File: config.mk
export PLATFORM = sky130hd
export DESIGN_NAME = ik_top
export DESIGN_NICKNAME = d
export VERILOG_FILES = /design/src/hdl/ik_pkg.sv /design/src/hdl/ik_top.sv /design/src/hdl/ik_regs.sv /design/src/hdl/ik_sequencer.sv /design/src/hdl/ik_joint_update.sv
export SDC_FILE = /design/constraint.sdc
export NUM_CORES = 1
export LEC_CHECK = 0
export ABC_CLOCK_PERIOD_IN_PS = 4900
export CAP_MARGIN = 5
export CORE_MARGIN = 2
export CORE_UTILIZATION = 45
export DETAILED_ROUTE_END_ITERATION = 8
export DONT_BUFFER_PORTS = 1
export PLACE_DENSITY = 0.69
export SYNTH_ARGS = -nofsm -noshare
export SYNTH_HDL_FRONTEND = slang
export SYNTH_SLANG_ARGS = --single-unit
File: constraint.sdc
create_clock -name clk -period 4.9 [get_ports clk]
set_input_delay 0.49 -clock clk [delete_from_list [all_inputs] [get_ports clk]]
set_output_delay 0.49 -clock clk [all_outputs]
set_load 0.01 [all_outputs]
File: src/hdl/ik_pkg.sv
// shared widths, register map and joint-to-axis rule for the IK solver block
// imported by every RTL module and mirrored by the testbench model
package ik_pkg;

	// datapath sizes
	localparam int NUM_JOINT   = 6;
	localparam int ANGLE_W     = 21;
	localparam int TARGET_W    = 27;
	localparam int JOINT_IDX_W = 3;
	localparam int ITER_W      = 4;

	// error is scaled by 1/8 each pass
	localparam int STEP_SHIFT = 3;

	// all joints revolute, read only
	localparam logic [NUM_JOINT-1:0] JOINT_TYPE = '1;

	// sparse word address map
	localparam logic [5:0] ADDR_TYPE  = 6'd0;
	localparam logic [5:0] ADDR_CTRL  = 6'd1;
	localparam logic [5:0] ADDR_TGT_X = 6'd2;
	localparam logic [5:0] ADDR_ITER  = 6'd3;
	localparam logic [5:0] ADDR_TGT_Y = 6'd4;
	localparam logic [5:0] ADDR_TGT_Z = 6'd6;

	// joint i angle lives at base + stride * i
	localparam int ADDR_ANGLE_BASE   = 16;
	localparam int ADDR_ANGLE_STRIDE = 8;

	// joints 0/3 follow x, 1/4 follow y, 2/5 follow z
	function automatic logic [1:0] axis_of(input logic [JOINT_IDX_W-1:0] joint);
		logic [JOINT_IDX_W-1:0] axis;
		axis = joint % 3;
		return axis[1:0];
	endfunction

endpackage
File: src/hdl/ik_top.sv
// top level of the memory-mapped IK solver
// connects the register file, the run sequencer and the step unit
module ik_top (
	input  logic        clk,
	input  logic        reset,

	input  logic        chipselect,
	input  logic        write,
	input  logic [5:0]  address,
	input  logic [31:0] writedata,
	output logic [31:0] readdata
);

	import ik_pkg::*;

	// register file to sequencer
	logic                       enable;
	logic signed [TARGET_W-1:0] target_x;
	logic signed [TARGET_W-1:0] target_y;
	logic signed [TARGET_W-1:0] target_z;
	logic signed [ANGLE_W-1:0]  start_angle [NUM_JOINT];
	logic [ITER_W-1:0]          iter_count;

	// sequencer to register file
	logic                       done;
	logic signed [ANGLE_W-1:0]  angle [NUM_JOINT];

	// issue path
	logic                       issue_valid;
	logic [JOINT_IDX_W-1:0]     issue_joint;
	logic signed [ANGLE_W-1:0]  issue_angle;
	logic signed [TARGET_W-1:0] issue_target;

	// write-back path
	logic                       result_valid;
	logic [JOINT_IDX_W-1:0]     result_joint;
	logic signed [ANGLE_W-1:0]  result_angle;

	ik_regs i_regs (
		.clk         (clk),
		.reset       (reset),
		.chipselect  (chipselect),
		.write       (write),
		.address     (address),
		.writedata   (writedata),
		.readdata    (readdata),
		.enable      (enable),
		.target_x    (target_x),
		.target_y    (target_y),
		.target_z    (target_z),
		.start_angle (start_angle),
		.iter_count  (iter_count),
		.done        (done),
		.angle       (angle)
	);

	ik_sequencer i_sequencer (
		.clk          (clk),
		.reset        (reset),
		.enable       (enable),
		.target_x     (target_x),
		.target_y     (target_y),
		.target_z     (target_z),
		.start_angle  (start_angle),
		.iter_count   (iter_count),
		.done         (done),
		.angle        (angle),
		.issue_valid  (issue_valid),
		.issue_joint  (issue_joint),
		.issue_angle  (issue_angle),
		.issue_target (issue_target),
		.result_valid (result_valid),
		.result_joint (result_joint),
		.result_angle (result_angle)
	);

	ik_joint_update i_joint_update (
		.clk          (clk),
		.reset        (reset),
		.issue_valid  (issue_valid),
		.issue_joint  (issue_joint),
		.issue_angle  (issue_angle),
		.issue_target (issue_target),
		.result_valid (result_valid),
		.result_joint (result_joint),
		.result_angle (result_angle)
	);

endmodule

File: src/hdl/ik_regs.sv
// bus-facing register file of the IK solver
// decodes chipselect/write accesses and returns a registered, sign-extended readback
module ik_regs (
	input  logic clk,
	input  logic reset,

	// bus side
	input  logic        chipselect,
	input  logic        write,
	input  logic [5:0]  address,
	input  logic [31:0] writedata,
	output logic [31:0] readdata,

	// operands toward the sequencer
	output logic                                enable,
	output logic signed [ik_pkg::TARGET_W-1:0]  target_x,
	output logic signed [ik_pkg::TARGET_W-1:0]  target_y,
	output logic signed [ik_pkg::TARGET_W-1:0]  target_z,
	output logic signed [ik_pkg::ANGLE_W-1:0]   start_angle [ik_pkg::NUM_JOINT],
	output logic        [ik_pkg::ITER_W-1:0]    iter_count,

	// status and results from the sequencer
	input  logic                                done,
	input  logic signed [ik_pkg::ANGLE_W-1:0]   angle [ik_pkg::NUM_JOINT]
);

	import ik_pkg::*;

	logic wr_en;
	logic rd_en;

	assign wr_en = chipselect && write;
	assign rd_en = chipselect && !write;

	// write decode
	always_ff @(posedge clk) begin
		if (reset) begin
			enable     <= 1'b0;
			target_x   <= '0;
			target_y   <= '0;
			target_z   <= '0;
			iter_count <= ITER_W'(1);
			for (int i = 0; i < NUM_JOINT; i++) begin
				start_angle[i] <= '0;
			end
		end else if (wr_en) begin
			case (address)
				// level-type start bit
				ADDR_CTRL:  enable     <= writedata[0];
				ADDR_ITER:  iter_count <= writedata[ITER_W-1:0];
				ADDR_TGT_X: target_x   <= writedata[TARGET_W-1:0];
				ADDR_TGT_Y: target_y   <= writedata[TARGET_W-1:0];
				ADDR_TGT_Z: target_z   <= writedata[TARGET_W-1:0];
				default: ;
			endcase
			// start angles at the strided addresses
			for (int i = 0; i < NUM_JOINT; i++) begin
				if (address == 6'(ADDR_ANGLE_BASE + ADDR_ANGLE_STRIDE * i)) begin
					start_angle[i] <= writedata[ANGLE_W-1:0];
				end
			end
		end
	end

	// registered read mux, unmapped reads hold the last value
	always_ff @(posedge clk) begin
		if (reset) begin
			readdata <= '0;
		end else if (rd_en) begin
			case (address)
				ADDR_TYPE: readdata <= 32'(JOINT_TYPE);
				// done shows up in bit 0
				ADDR_CTRL: readdata <= 32'(done);
				ADDR_ITER: readdata <= 32'(iter_count);
				ADDR_TGT_X: begin
					readdata <= {{(32-TARGET_W){target_x[TARGET_W-1]}}, target_x};
				end
				ADDR_TGT_Y: begin
					readdata <= {{(32-TARGET_W){target_y[TARGET_W-1]}}, target_y};
				end
				ADDR_TGT_Z: begin
					readdata <= {{(32-TARGET_W){target_z[TARGET_W-1]}}, target_z};
				end
				default: ;
			endcase
			// angle reads return the working angles, not the start values
			for (int i = 0; i < NUM_JOINT; i++) begin
				if (address == 6'(ADDR_ANGLE_BASE + ADDR_ANGLE_STRIDE * i)) begin
					readdata <= {{(32-ANGLE_W){angle[i][ANGLE_W-1]}}, angle[i]};
				end
			end
		end
	end

endmodule

File: src/hdl/ik_sequencer.sv
// run control of the IK solver: captures operands on the start edge,
// issues joints pass by pass to the step unit and holds the working angles
module ik_sequencer (
	input  logic clk,
	input  logic reset,
	input  logic enable,

	input  logic signed [ik_pkg::TARGET_W-1:0]    target_x,
	input  logic signed [ik_pkg::TARGET_W-1:0]    target_y,
	input  logic signed [ik_pkg::TARGET_W-1:0]    target_z,
	input  logic signed [ik_pkg::ANGLE_W-1:0]     start_angle [ik_pkg::NUM_JOINT],
	input  logic        [ik_pkg::ITER_W-1:0]      iter_count,

	output logic                                  done,
	output logic signed [ik_pkg::ANGLE_W-1:0]     angle [ik_pkg::NUM_JOINT],

	// toward the step unit
	output logic                                  issue_valid,
	output logic        [ik_pkg::JOINT_IDX_W-1:0] issue_joint,
	output logic signed [ik_pkg::ANGLE_W-1:0]     issue_angle,
	output logic signed [ik_pkg::TARGET_W-1:0]    issue_target,

	// back from the step unit
	input  logic                                  result_valid,
	input  logic        [ik_pkg::JOINT_IDX_W-1:0] result_joint,
	input  logic signed [ik_pkg::ANGLE_W-1:0]     result_angle
);

	import ik_pkg::*;

	typedef enum logic [1:0] {S_IDLE, S_RUN, S_DRAIN, S_DONE} state_t;

	state_t                     state;
	logic                       enable_q;
	logic                       start;
	logic                       last_joint;
	logic [JOINT_IDX_W-1:0]     joint_cnt;
	logic [ITER_W-1:0]          pass_cnt;
	logic signed [TARGET_W-1:0] tgt_x;
	logic signed [TARGET_W-1:0] tgt_y;
	logic signed [TARGET_W-1:0] tgt_z;

	// rising edge of the level enable, only honoured when idle
	assign start      = (state == S_IDLE) && enable && !enable_q;
	assign last_joint = (joint_cnt == JOINT_IDX_W'(NUM_JOINT - 1));

	always_ff @(posedge clk) begin
		if (reset) begin
			state     <= S_IDLE;
			enable_q  <= 1'b0;
			joint_cnt <= '0;
			pass_cnt  <= '0;
		end else begin
			enable_q <= enable;
			case (state)
				S_IDLE: if (start) begin
					joint_cnt <= '0;
					// a zero count still runs one pass
					pass_cnt  <= (iter_count == '0) ? ITER_W'(1) : iter_count;
					state     <= S_RUN;
				end
				S_RUN: begin
					if (last_joint) begin
						joint_cnt <= '0;
						pass_cnt  <= pass_cnt - 1'b1;
						if (pass_cnt == ITER_W'(1)) state <= S_DRAIN;
					end else begin
						joint_cnt <= joint_cnt + 1'b1;
					end
				end
				// wait for the final joint to be written back
				S_DRAIN: if (result_valid && result_joint == JOINT_IDX_W'(NUM_JOINT - 1)) begin
					state <= S_DONE;
				end
				S_DONE: if (!enable) state <= S_IDLE;
				default: state <= S_IDLE;
			endcase
		end
	end

	// operand snapshot, later register writes do not disturb the run
	always_ff @(posedge clk) begin
		if (start) begin
			tgt_x <= target_x;
			tgt_y <= target_y;
			tgt_z <= target_z;
		end
	end

	// working angles
	always_ff @(posedge clk) begin
		if (reset) begin
			for (int i = 0; i < NUM_JOINT; i++) angle[i] <= '0;
		end else if (start) begin
			angle <= start_angle;
		end else if (result_valid) begin
			angle[result_joint] <= result_angle;
		end
	end

	assign done        = (state == S_DONE);
	assign issue_valid = (state == S_RUN);
	assign issue_joint = joint_cnt;

	// forward a result landing on the same cycle
	assign issue_angle = (result_valid && result_joint == joint_cnt) ? result_angle
		: angle[joint_cnt];

	always_comb begin
		case (axis_of(joint_cnt))
			2'd0:    issue_target = tgt_x;
			2'd1:    issue_target = tgt_y;
			default: issue_target = tgt_z;
		endcase
	end

endmodule

File: src/hdl/ik_joint_update.sv
// two-stage step unit: moves one joint angle an eighth of the way to its target
// accepts one operand set per cycle, result two cycles later, never stalls
module ik_joint_update (
	input  logic clk,
	input  logic reset,

	input  logic                                  issue_valid,
	input  logic        [ik_pkg::JOINT_IDX_W-1:0] issue_joint,
	input  logic signed [ik_pkg::ANGLE_W-1:0]     issue_angle,
	input  logic signed [ik_pkg::TARGET_W-1:0]    issue_target,

	output logic                                  result_valid,
	output logic        [ik_pkg::JOINT_IDX_W-1:0] result_joint,
	output logic signed [ik_pkg::ANGLE_W-1:0]     result_angle
);

	import ik_pkg::*;

	// stage 1 state
	logic                       s1_valid;
	logic [JOINT_IDX_W-1:0]     s1_joint;
	logic signed [ANGLE_W-1:0]  s1_angle;
	logic signed [TARGET_W:0]   s1_err;

	// stage 2 combinational
	logic signed [TARGET_W:0]   step;
	logic signed [TARGET_W:0]   sum;
	logic signed [ANGLE_W-1:0]  sat;

	always_ff @(posedge clk) begin
		if (reset) begin
			s1_valid     <= 1'b0;
			result_valid <= 1'b0;
		end else begin
			s1_valid     <= issue_valid;
			result_valid <= s1_valid;
		end
	end

	// one bit wider than the target so the difference cannot wrap
	always_ff @(posedge clk) begin
		s1_joint <= issue_joint;
		s1_angle <= issue_angle;
		s1_err   <= {issue_target[TARGET_W-1], issue_target}
			- {{(TARGET_W+1-ANGLE_W){issue_angle[ANGLE_W-1]}}, issue_angle};
	end

	always_comb begin
		// arithmetic shift floors toward minus infinity
		step = s1_err >>> STEP_SHIFT;
		sum  = step + {{(TARGET_W+1-ANGLE_W){s1_angle[ANGLE_W-1]}}, s1_angle};
		// in range when every bit above the angle's sign bit agrees with it
		if (&sum[TARGET_W:ANGLE_W-1] || ~|sum[TARGET_W:ANGLE_W-1]) begin
			sat = sum[ANGLE_W-1:0];
		end else if (sum[TARGET_W]) begin
			sat = {1'b1, {(ANGLE_W-1){1'b0}}};
		end else begin
			sat = {1'b0, {(ANGLE_W-1){1'b1}}};
		end
	end

	always_ff @(posedge clk) begin
		result_joint <= s1_joint;
		result_angle <= sat;
	end

endmodule

==> Word-level counts from Yosys, hierarchy flattened <==
Cells that the tools add are included.
{ "op_classes": {"n_addsub": 4, "n_div": 1, "magnitude_cmp": 3, "eq_ne": 24, "muxes": 32, "n_bitwise": 2, "n_reduce_logical": 35} }
{ "ops": {"columns": ["op", "n"], "rows": [
  ["2-to-1 mux 126 bit", 2],
  ["2-to-1 mux 32 bit", 6],
  ["case mux 32 bit (6 select lines)", 1],
  ["bitwise mux 126 bit", 1],
  ["2-to-1 mux 21 bit", 6],
  ["binary-select mux 21 bit (select 3 bit)", 1],
  ["demux 21 bit (select 3 bit)", 1],
  ["case mux 27 bit (2 select lines)", 1],
  ["remainder unit 3 x 2 -> 32 bit, second input constant", 1],
  ["subtractor 27 x 21 -> 28 bit", 1],
  ["adder 25 x 21 -> 26 bit", 1],
  ["AND reduction 2 bit", 13],
  ["== test 6 bit, second input constant", 4],
  ["== test 6 x 2 -> 1 bit, second input constant", 2],
  ["== test 6 x 3 -> 1 bit, second input constant", 2],
  ["== test 6 x 5 -> 1 bit, second input constant", 2],
  ["2-to-1 mux 4 bit", 3],
  ["nonzero test 12 bit", 1],
  ["2-to-1 mux 2 bit", 5],
  ["greater-or-equal comparator 4 bit, second input constant", 2],
  ["inverter 3 -> 4 bit", 2],
  ["case mux 2 bit (4 select lines)", 1],
  ["case mux 4 bit (2 select lines)", 1],
  ["AND reduction 8 bit", 1],
  ["23 further kinds", 40]
]} }
{ "word_totals": {"ff_bits": 539, "input_bits": 42, "out_inout_bits": 32, "wordCells": 133} }

==> Longest topological paths before layout <==
{ "depth": {"ltp_word": 8, "mapped_depth": 21, "mapped_depth_nobuf": 19} }

==> Cells and area by module <==
A second synthesis with hierarchy kept.
{ "hier_totals": {"hier_cells": 2680, "hier_area_um2": 24937.7} }
{ "modules_own_cells": {"columns": ["module", "instances", "cells_per_inst", "area_per_inst_um2"], "rows": [
  ["ik_sequencer", 1, 932, 10498.8],
  ["ik_regs", 1, 1308, 10341.2],
  ["ik_joint_update", 1, 440, 4097.7]
]} }

==> Worst setup path after synthesis <==
OpenSTA, ideal clock, no wires.
{ "synth_timing": {"path_type": "register to register", "startpoint": "reg i_sequencer.joint_cnt[0] (netlist: i_sequencer.issue_joint[0])", "endpoint": "reg i_joint_update.s1_err[22]", "setup_time_ns": 0.119, "arrival_ns": 4.019, "t_required_ns": 4.781, "setup_slack_ns": 0.762, "path_stages_with_launch": 17, "path_buffers": 2, "period_less_slack_ns": 4.138, "path_cell_list": "dfxtp_1 > buf_2 > buf_1 > mux4_2 > nand2_1 > o211ai_1 > o21ai_0 > ha_1 > a2111oi_0 > o21ai_0 > and2_1 > nor3_1 > o21a_1 > o31ai_4 > a221o_1 > o31a_1 > xor2_1"} }
{ "synth_between": {"elab_chain_len": 6, "elab_cells_between_ends": 12, "classes_between": "add/sub: 1; div: 1; eq/ne: 2; mux: 5; bitwise: 1; reduce/logical: 2"} }
{ "synth_rtl": {"columns": ["element", "line_no", "text"], "rows": [
  ["from (decl)", "ik_sequencer.sv:37", "logic [JOINT_IDX_W-1:0] joint_cnt;"],
  ["from (signal assigned)", "ik_sequencer.sv:68", "joint_cnt <= joint_cnt + 1'b1;"],
  ["parallel branches: the longest is 5 deep, another holds remainder unit 3 x 2 -> 32 bit", null, null],
  ["subtractor 27 x 21 -> 28 bit (*)", "ik_joint_update.sv:45", "- {{(TARGET_W+1-ANGLE_W){issue_angle[ANGLE_W-1]}}, issue_angle};"],
  ["to (signal assigned)", "ik_joint_update.sv:44", "s1_err <= {issue_target[TARGET_W-1], issue_target}"],
  ["to (decl)", "ik_joint_update.sv:23", "logic signed [TARGET_W:0] s1_err;"]
]} }
Every way passes the cells marked *. The select of a mux whose other input is x is not followed.
A chain may end at the register's enable or synchronous reset.

==> Worst setup path in the final report <==
{ "layout_timing": {"startpoint": "reg i_joint_update.result_joint[2] (netlist bit)", "endpoint": "reg i_joint_update.s1_err[22]"} }
{ "layout_between": {"elab_chain_len": 4} }
{ "layout_rtl": {"columns": ["element", "line_no", "text"], "rows": [
  ["from (decl)", "ik_joint_update.sv:13", "output logic [ik_pkg::JOINT_IDX_W-1:0] result_joint,"],
  ["from (signal assigned)", "ik_joint_update.sv:63", "result_joint <= s1_joint;"],
  ["== test 3 bit", "ik_sequencer.sv:106", "assign issue_angle = (result_valid && result_joint == joint_cnt) ? result_angle"],
  ["logical AND 1 bit", "ik_sequencer.sv:106", null],
  ["2-to-1 mux 21 bit", "ik_sequencer.sv:106", null],
  ["subtractor 27 x 21 -> 28 bit", "ik_joint_update.sv:45", null]
]} }
No other way between the ends.

==> run summary <==
The largest total area in the synthesized netlist belongs to sky130_fd_sc_hd__dfxtp_1. Total number of placement rows: 84. Walking the worst path, the cells encountered are xnor2_1 -> nand4_1 -> o21ai_0 -> ha_1 -> a2111oi_0 -> o21ai_0 -> and2_1 -> nor3_1 -> o21a_1 -> o31ai_4 -> a221o_1 -> o31a_1 -> xor2_1. The clock drives 531 sinks.

After detailed routing, the total wire length is 74.2 mm. The run gives 5.32 ns as the arrival time of the worst setup path. The detailed-route vias per instance works out to 6.07.

The detail route stage leaves a number of antenna-violating nets equal to 0. No sink is reached through more buffers than the 3 on the longest clock path. Counting instances, the worst hold path has a depth of 2.

For this run, the post-layout net count is 2723. The cell area that synthesis handed to floorplanning was 0.0239 mm². The worst register-to-register path ends at i_joint_update.s1_err[22].

The type of the tightest min-delay check was input port to flip-flop. VDD sags by at most 269 µV. Largest stage delay on the critical path: 0.86 ns.

The number of register bits inferred by synthesis came out at 531. The starting density of the core came out at 0.455. The critical path runs through a total of 13 cells.

The clock slew at the register clock pins of the worst setup and hold paths was 0.06 ns; the leakage component of the power was 9.33 nW. The tools report the global-route total usage across every layer as 0.265. In the layout the commonest cells are sky130_fd_sc_hd__nand2_1, sky130_fd_sc_hd__dfxtp_1, sky130_fd_sc_hd__a21oi_1, sky130_fd_sc_hd__nor2_1, sky130_fd_sc_hd__mux2i_1. Routability-driven placement congestion ratio: 0.932.

The ratio of final minimum period to clock period is 0.982, and the mean area per synthesized cell is 8.86 µm². CTS built an H-tree with a depth of 2. The cell repeated most along the worst path was sky130_fd_sc_hd__o21ai_0. Leaving out fill and tap cells, the most frequent cell in the layout is sky130_fd_sc_hd__nand2_1. The number of I/O port buffers is 0, and the share of cells above drive strength 1 is 0.0758. For flop-to-flop paths, the worst setup slack is 0.09 ns. The count of flip-flops with a built-in enable after synthesis works out to 81.

The cell count of the worst reg-to-reg path was 13. The die is 235 µm wide. STA classifies the critical path startpoint as a flip-flop.

The dominant delay contributor by cell family on the critical path is compound AO/OA/AOI/OAI gates. Across the run, the number of max-cap violations was 0. Setup repair after global routing left no endpoint under its margin. 74 I/O pins were placed. The number of iterations in the first detailed-routing pass came out at 6. Summed over all nets, the switching power comes to 3.31 mW. The power density normalized to cell area is 415 mW/mm². The tools report the startpoint of the worst register-to-register path as i_joint_update.result_joint[2]. Across the routed clock network, the largest skew measured is 0.0205 ns. The tools report the number of global-route vias before repair as 19000. Sorting the synthesized cells by area gives the leading types as sky130_fd_sc_hd__dfxtp_1, sky130_fd_sc_hd__edfxtp_1, sky130_fd_sc_hd__nand2_1, sky130_fd_sc_hd__a21oi_1, sky130_fd_sc_hd__mux2i_1. For the final routed database, the setup TNS stands at 0 ns. For the final count of pins violating max slew, the log shows 0. Measured along the y axis, the die boundary spans 235 µm. The final count of hold timing violations is 0.

The critical path capture point type was a flip-flop. For this run, design rule violations remaining after detail routing come to 0. In this run the worst path has a maximum fanout of 9. The tools report the HPWL after detailed placement as 46.9 mm.

For this run, the top clock speed supported by timing is 0.208 GHz. For the part of the Yosys area used for sequential elements, the log shows 0.478. Average wire per cell in the routed design: 22.1 µm. The number of inserted filler cells in the final layout was 4703.

The clock insertion delay at the later pin of the skew report is 0.62 ns, and the switching part of the total power is 0.301. Subtracting the final worst setup slack from the clock period gives 4.81 ns. For the number of gates resized after CTS, the log shows 0. The logs give 4 for the number of antenna violations at the first check in global routing and 0.0526 mm² for the area inside the core boundary.

The share of the synthesized area in the top cell type works out to 0.377. Proportion of power drawn by flip-flops and latches: 0.458. The worst hold path begins at writedata[6]. At the pin with the least slew margin, the transition time is 1.39 ns.

Starting DRC count in detailed routing: 2185. TritonCTS built the clock tree. The via total after detailed routing was 20400; the maximum number of pins on one net before global-route repair was 378.

The first global-routing pass estimated 112 mm of wire. Relative to the synthesized area, the layout overhead comes to 10.8%. The net count after synthesis was 2800; the setup-violating endpoint count in the final report was 0. Share of synthesized flip-flops with an asynchronous set or reset: 0. The most used flip-flop cell after synthesis was sky130_fd_sc_hd__dfxtp_1. Global routing finished with a remaining overflow of 0. The internal portion of the total power is 7.69 mW.

Counting every instance in the synthesized netlist gives 2699. Counting the buffers created by CTS gives 52. The Yosys step of the flow raised 0 warnings.

The share of total power in combinational logic is 0.176, and the buffers plus inverters on the worst setup path is 0. Type of the worst setup path: flip-flop to flip-flop. End point of the most critical hold path: i_regs.start_angle[111]. The run gives 0.504 as the final core utilization. The tools report the full die area as 0.0550 mm². The tools report the root buffer selected by CTS as sky130_fd_sc_hd__clkbuf_16.

The distinct cell type count after synthesis was 75; the relative max-transition margin was 0.0697. The run gives 0.366 as the clock group share of total power. The critical path required time came out at 5.41 ns.

The flow ran to the end, and the final reports show no timing, DRC or antenna violations. The library cell contributing the largest single delay on the critical path was sky130_fd_sc_hd__o21ai_0.
## stage by stage
step | worst slack [ns] | hold slack, ns | std cells | total power [mW] | instance area, µm²
after detailed placement | 0.343 | 0.314 | 3223 | 6.94 | 24500
after CTS | 0.334 | 0.0000939 | 3352 | 11.0 | 26500
after global routing | 0.00560 | 0.0109 | 3354 | 11.4 | 26500
after global placement | 0.391 | 0.312 | 3223 | 6.88 | 24500
after floorplan | 0.762 | 0.310 | 2699 | 6.34 | 23900
final | 0.0864 | 0.0161 | 3356 | 11.0 | 26500
## Yosys cell counts (21+ instances only)
cell	n
sky130_fd_sc_hd__a221oi_1	26
sky130_fd_sc_hd__o211ai_1	40
sky130_fd_sc_hd__o21ai_0	74
sky130_fd_sc_hd__xor2_1	22
sky130_fd_sc_hd__ha_1	58
sky130_fd_sc_hd__inv_1	58
sky130_fd_sc_hd__nor2_1	245
sky130_fd_sc_hd__clkbuf_1	186
sky130_fd_sc_hd__dfxtp_1	450
sky130_fd_sc_hd__nand2_1	517
sky130_fd_sc_hd__a21oi_1	301
sky130_fd_sc_hd__edfxtp_1	81
sky130_fd_sc_hd__mux2_2	21
sky130_fd_sc_hd__nor3_1	24
sky130_fd_sc_hd__a211oi_1	129
sky130_fd_sc_hd__mux2i_1	142
sky130_fd_sc_hd__xnor2_1	23
sky130_fd_sc_hd__o22ai_1	55
## power by group through the flow
stage | clock, mW | sequential [mW] | combinational, mW
3_5_place_dp | 0 | 5.10 | 1.84
3_3_place_gp | 0 | 5.11 | 1.78
5_1_grt | 4.24 | 5.05 | 2.12
2_1_floorplan | 0 | 4.90 | 1.44
4_1_cts | 4.06 | 5.02 | 1.90
6_report | 4.03 | 5.04 | 1.93
## cells by family after synthesis
kind of cell	share of synthesized area
flops	0.478
compound gates	0.192
simple gates	0.149
xor+xnor	0.0165
buf+inv	0.0441
fa+ha+maj	0.0312
mux	0.0887
## sequential cells by signal, indices dropped and copies added, names as in the netlist, 2 cells and up
register	flops
i_regs.start_angle	126
i_sequencer.angle	126
i_regs.readdata	27
i_regs.target_x	27
i_regs.target_y	27
i_regs.target_z	27
i_sequencer.tgt_x	27
i_sequencer.tgt_y	27
i_sequencer.tgt_z	27
i_joint_update.s1_err	25
i_joint_update.result_angle	21
i_joint_update.s1_angle	21
i_regs.iter_count	4
i_sequencer.pass_cnt	4
i_joint_update.result_joint	3
i_joint_update.s1_joint	3
i_sequencer.issue_joint	3
i_sequencer.state	2
## routing by layer
layer | GRT usage | part of all wire | vias up
li1 | - | - | 9408
met1 | 0.357 | 0.41 | 9715
met2 | 0.418 | 0.45 | 1039
met3 | 0.0524 | 0.10 | 210
met4 | 0.108 | 0.040 | 4
met5 | 0 | 0.00066 | -
## worst max-delay path by stage
stage	startpoint	end	slack, ns
after floorplan	i_sequencer.issue_joint[0]	i_joint_update.s1_err[22]	0.76
final	i_joint_update.result_joint[2]	i_joint_update.s1_err[22]	0.09
after CTS	i_joint_update.result_joint[0]	i_joint_update.s1_err[22]	0.33
after global placement	i_joint_update.result_joint[0]	i_joint_update.s1_err[22]	0.39
after detailed placement	i_joint_update.result_joint[0]	i_joint_update.s1_err[22]	0.34
after global routing	i_joint_update.result_joint[0]	i_joint_update.s1_err[22]	0.006
## what timing repair did
action | 4_1_cts | 5_1_grt
hold buffers | 32 | 1
hold endpoints to repair | 104 | 6
setup buffers | 0 | 0
## layout make-up
cell class	instances	area, µm²	share of cell area
Sequential cell	531	11400	0.432
Clock inverter	19	183	0.00689
Clock buffer	78	1540	0.0579
Inverter	58	220	0.00831
Multi-Input combinational cell	1896	11500	0.435
Antenna cell	3	7.51	0.000283
Tap cell	688	861	0.0325
Timing Repair Buffer	83	731	0.0276
Note: power is estimated with default switching activity, not from simulation.
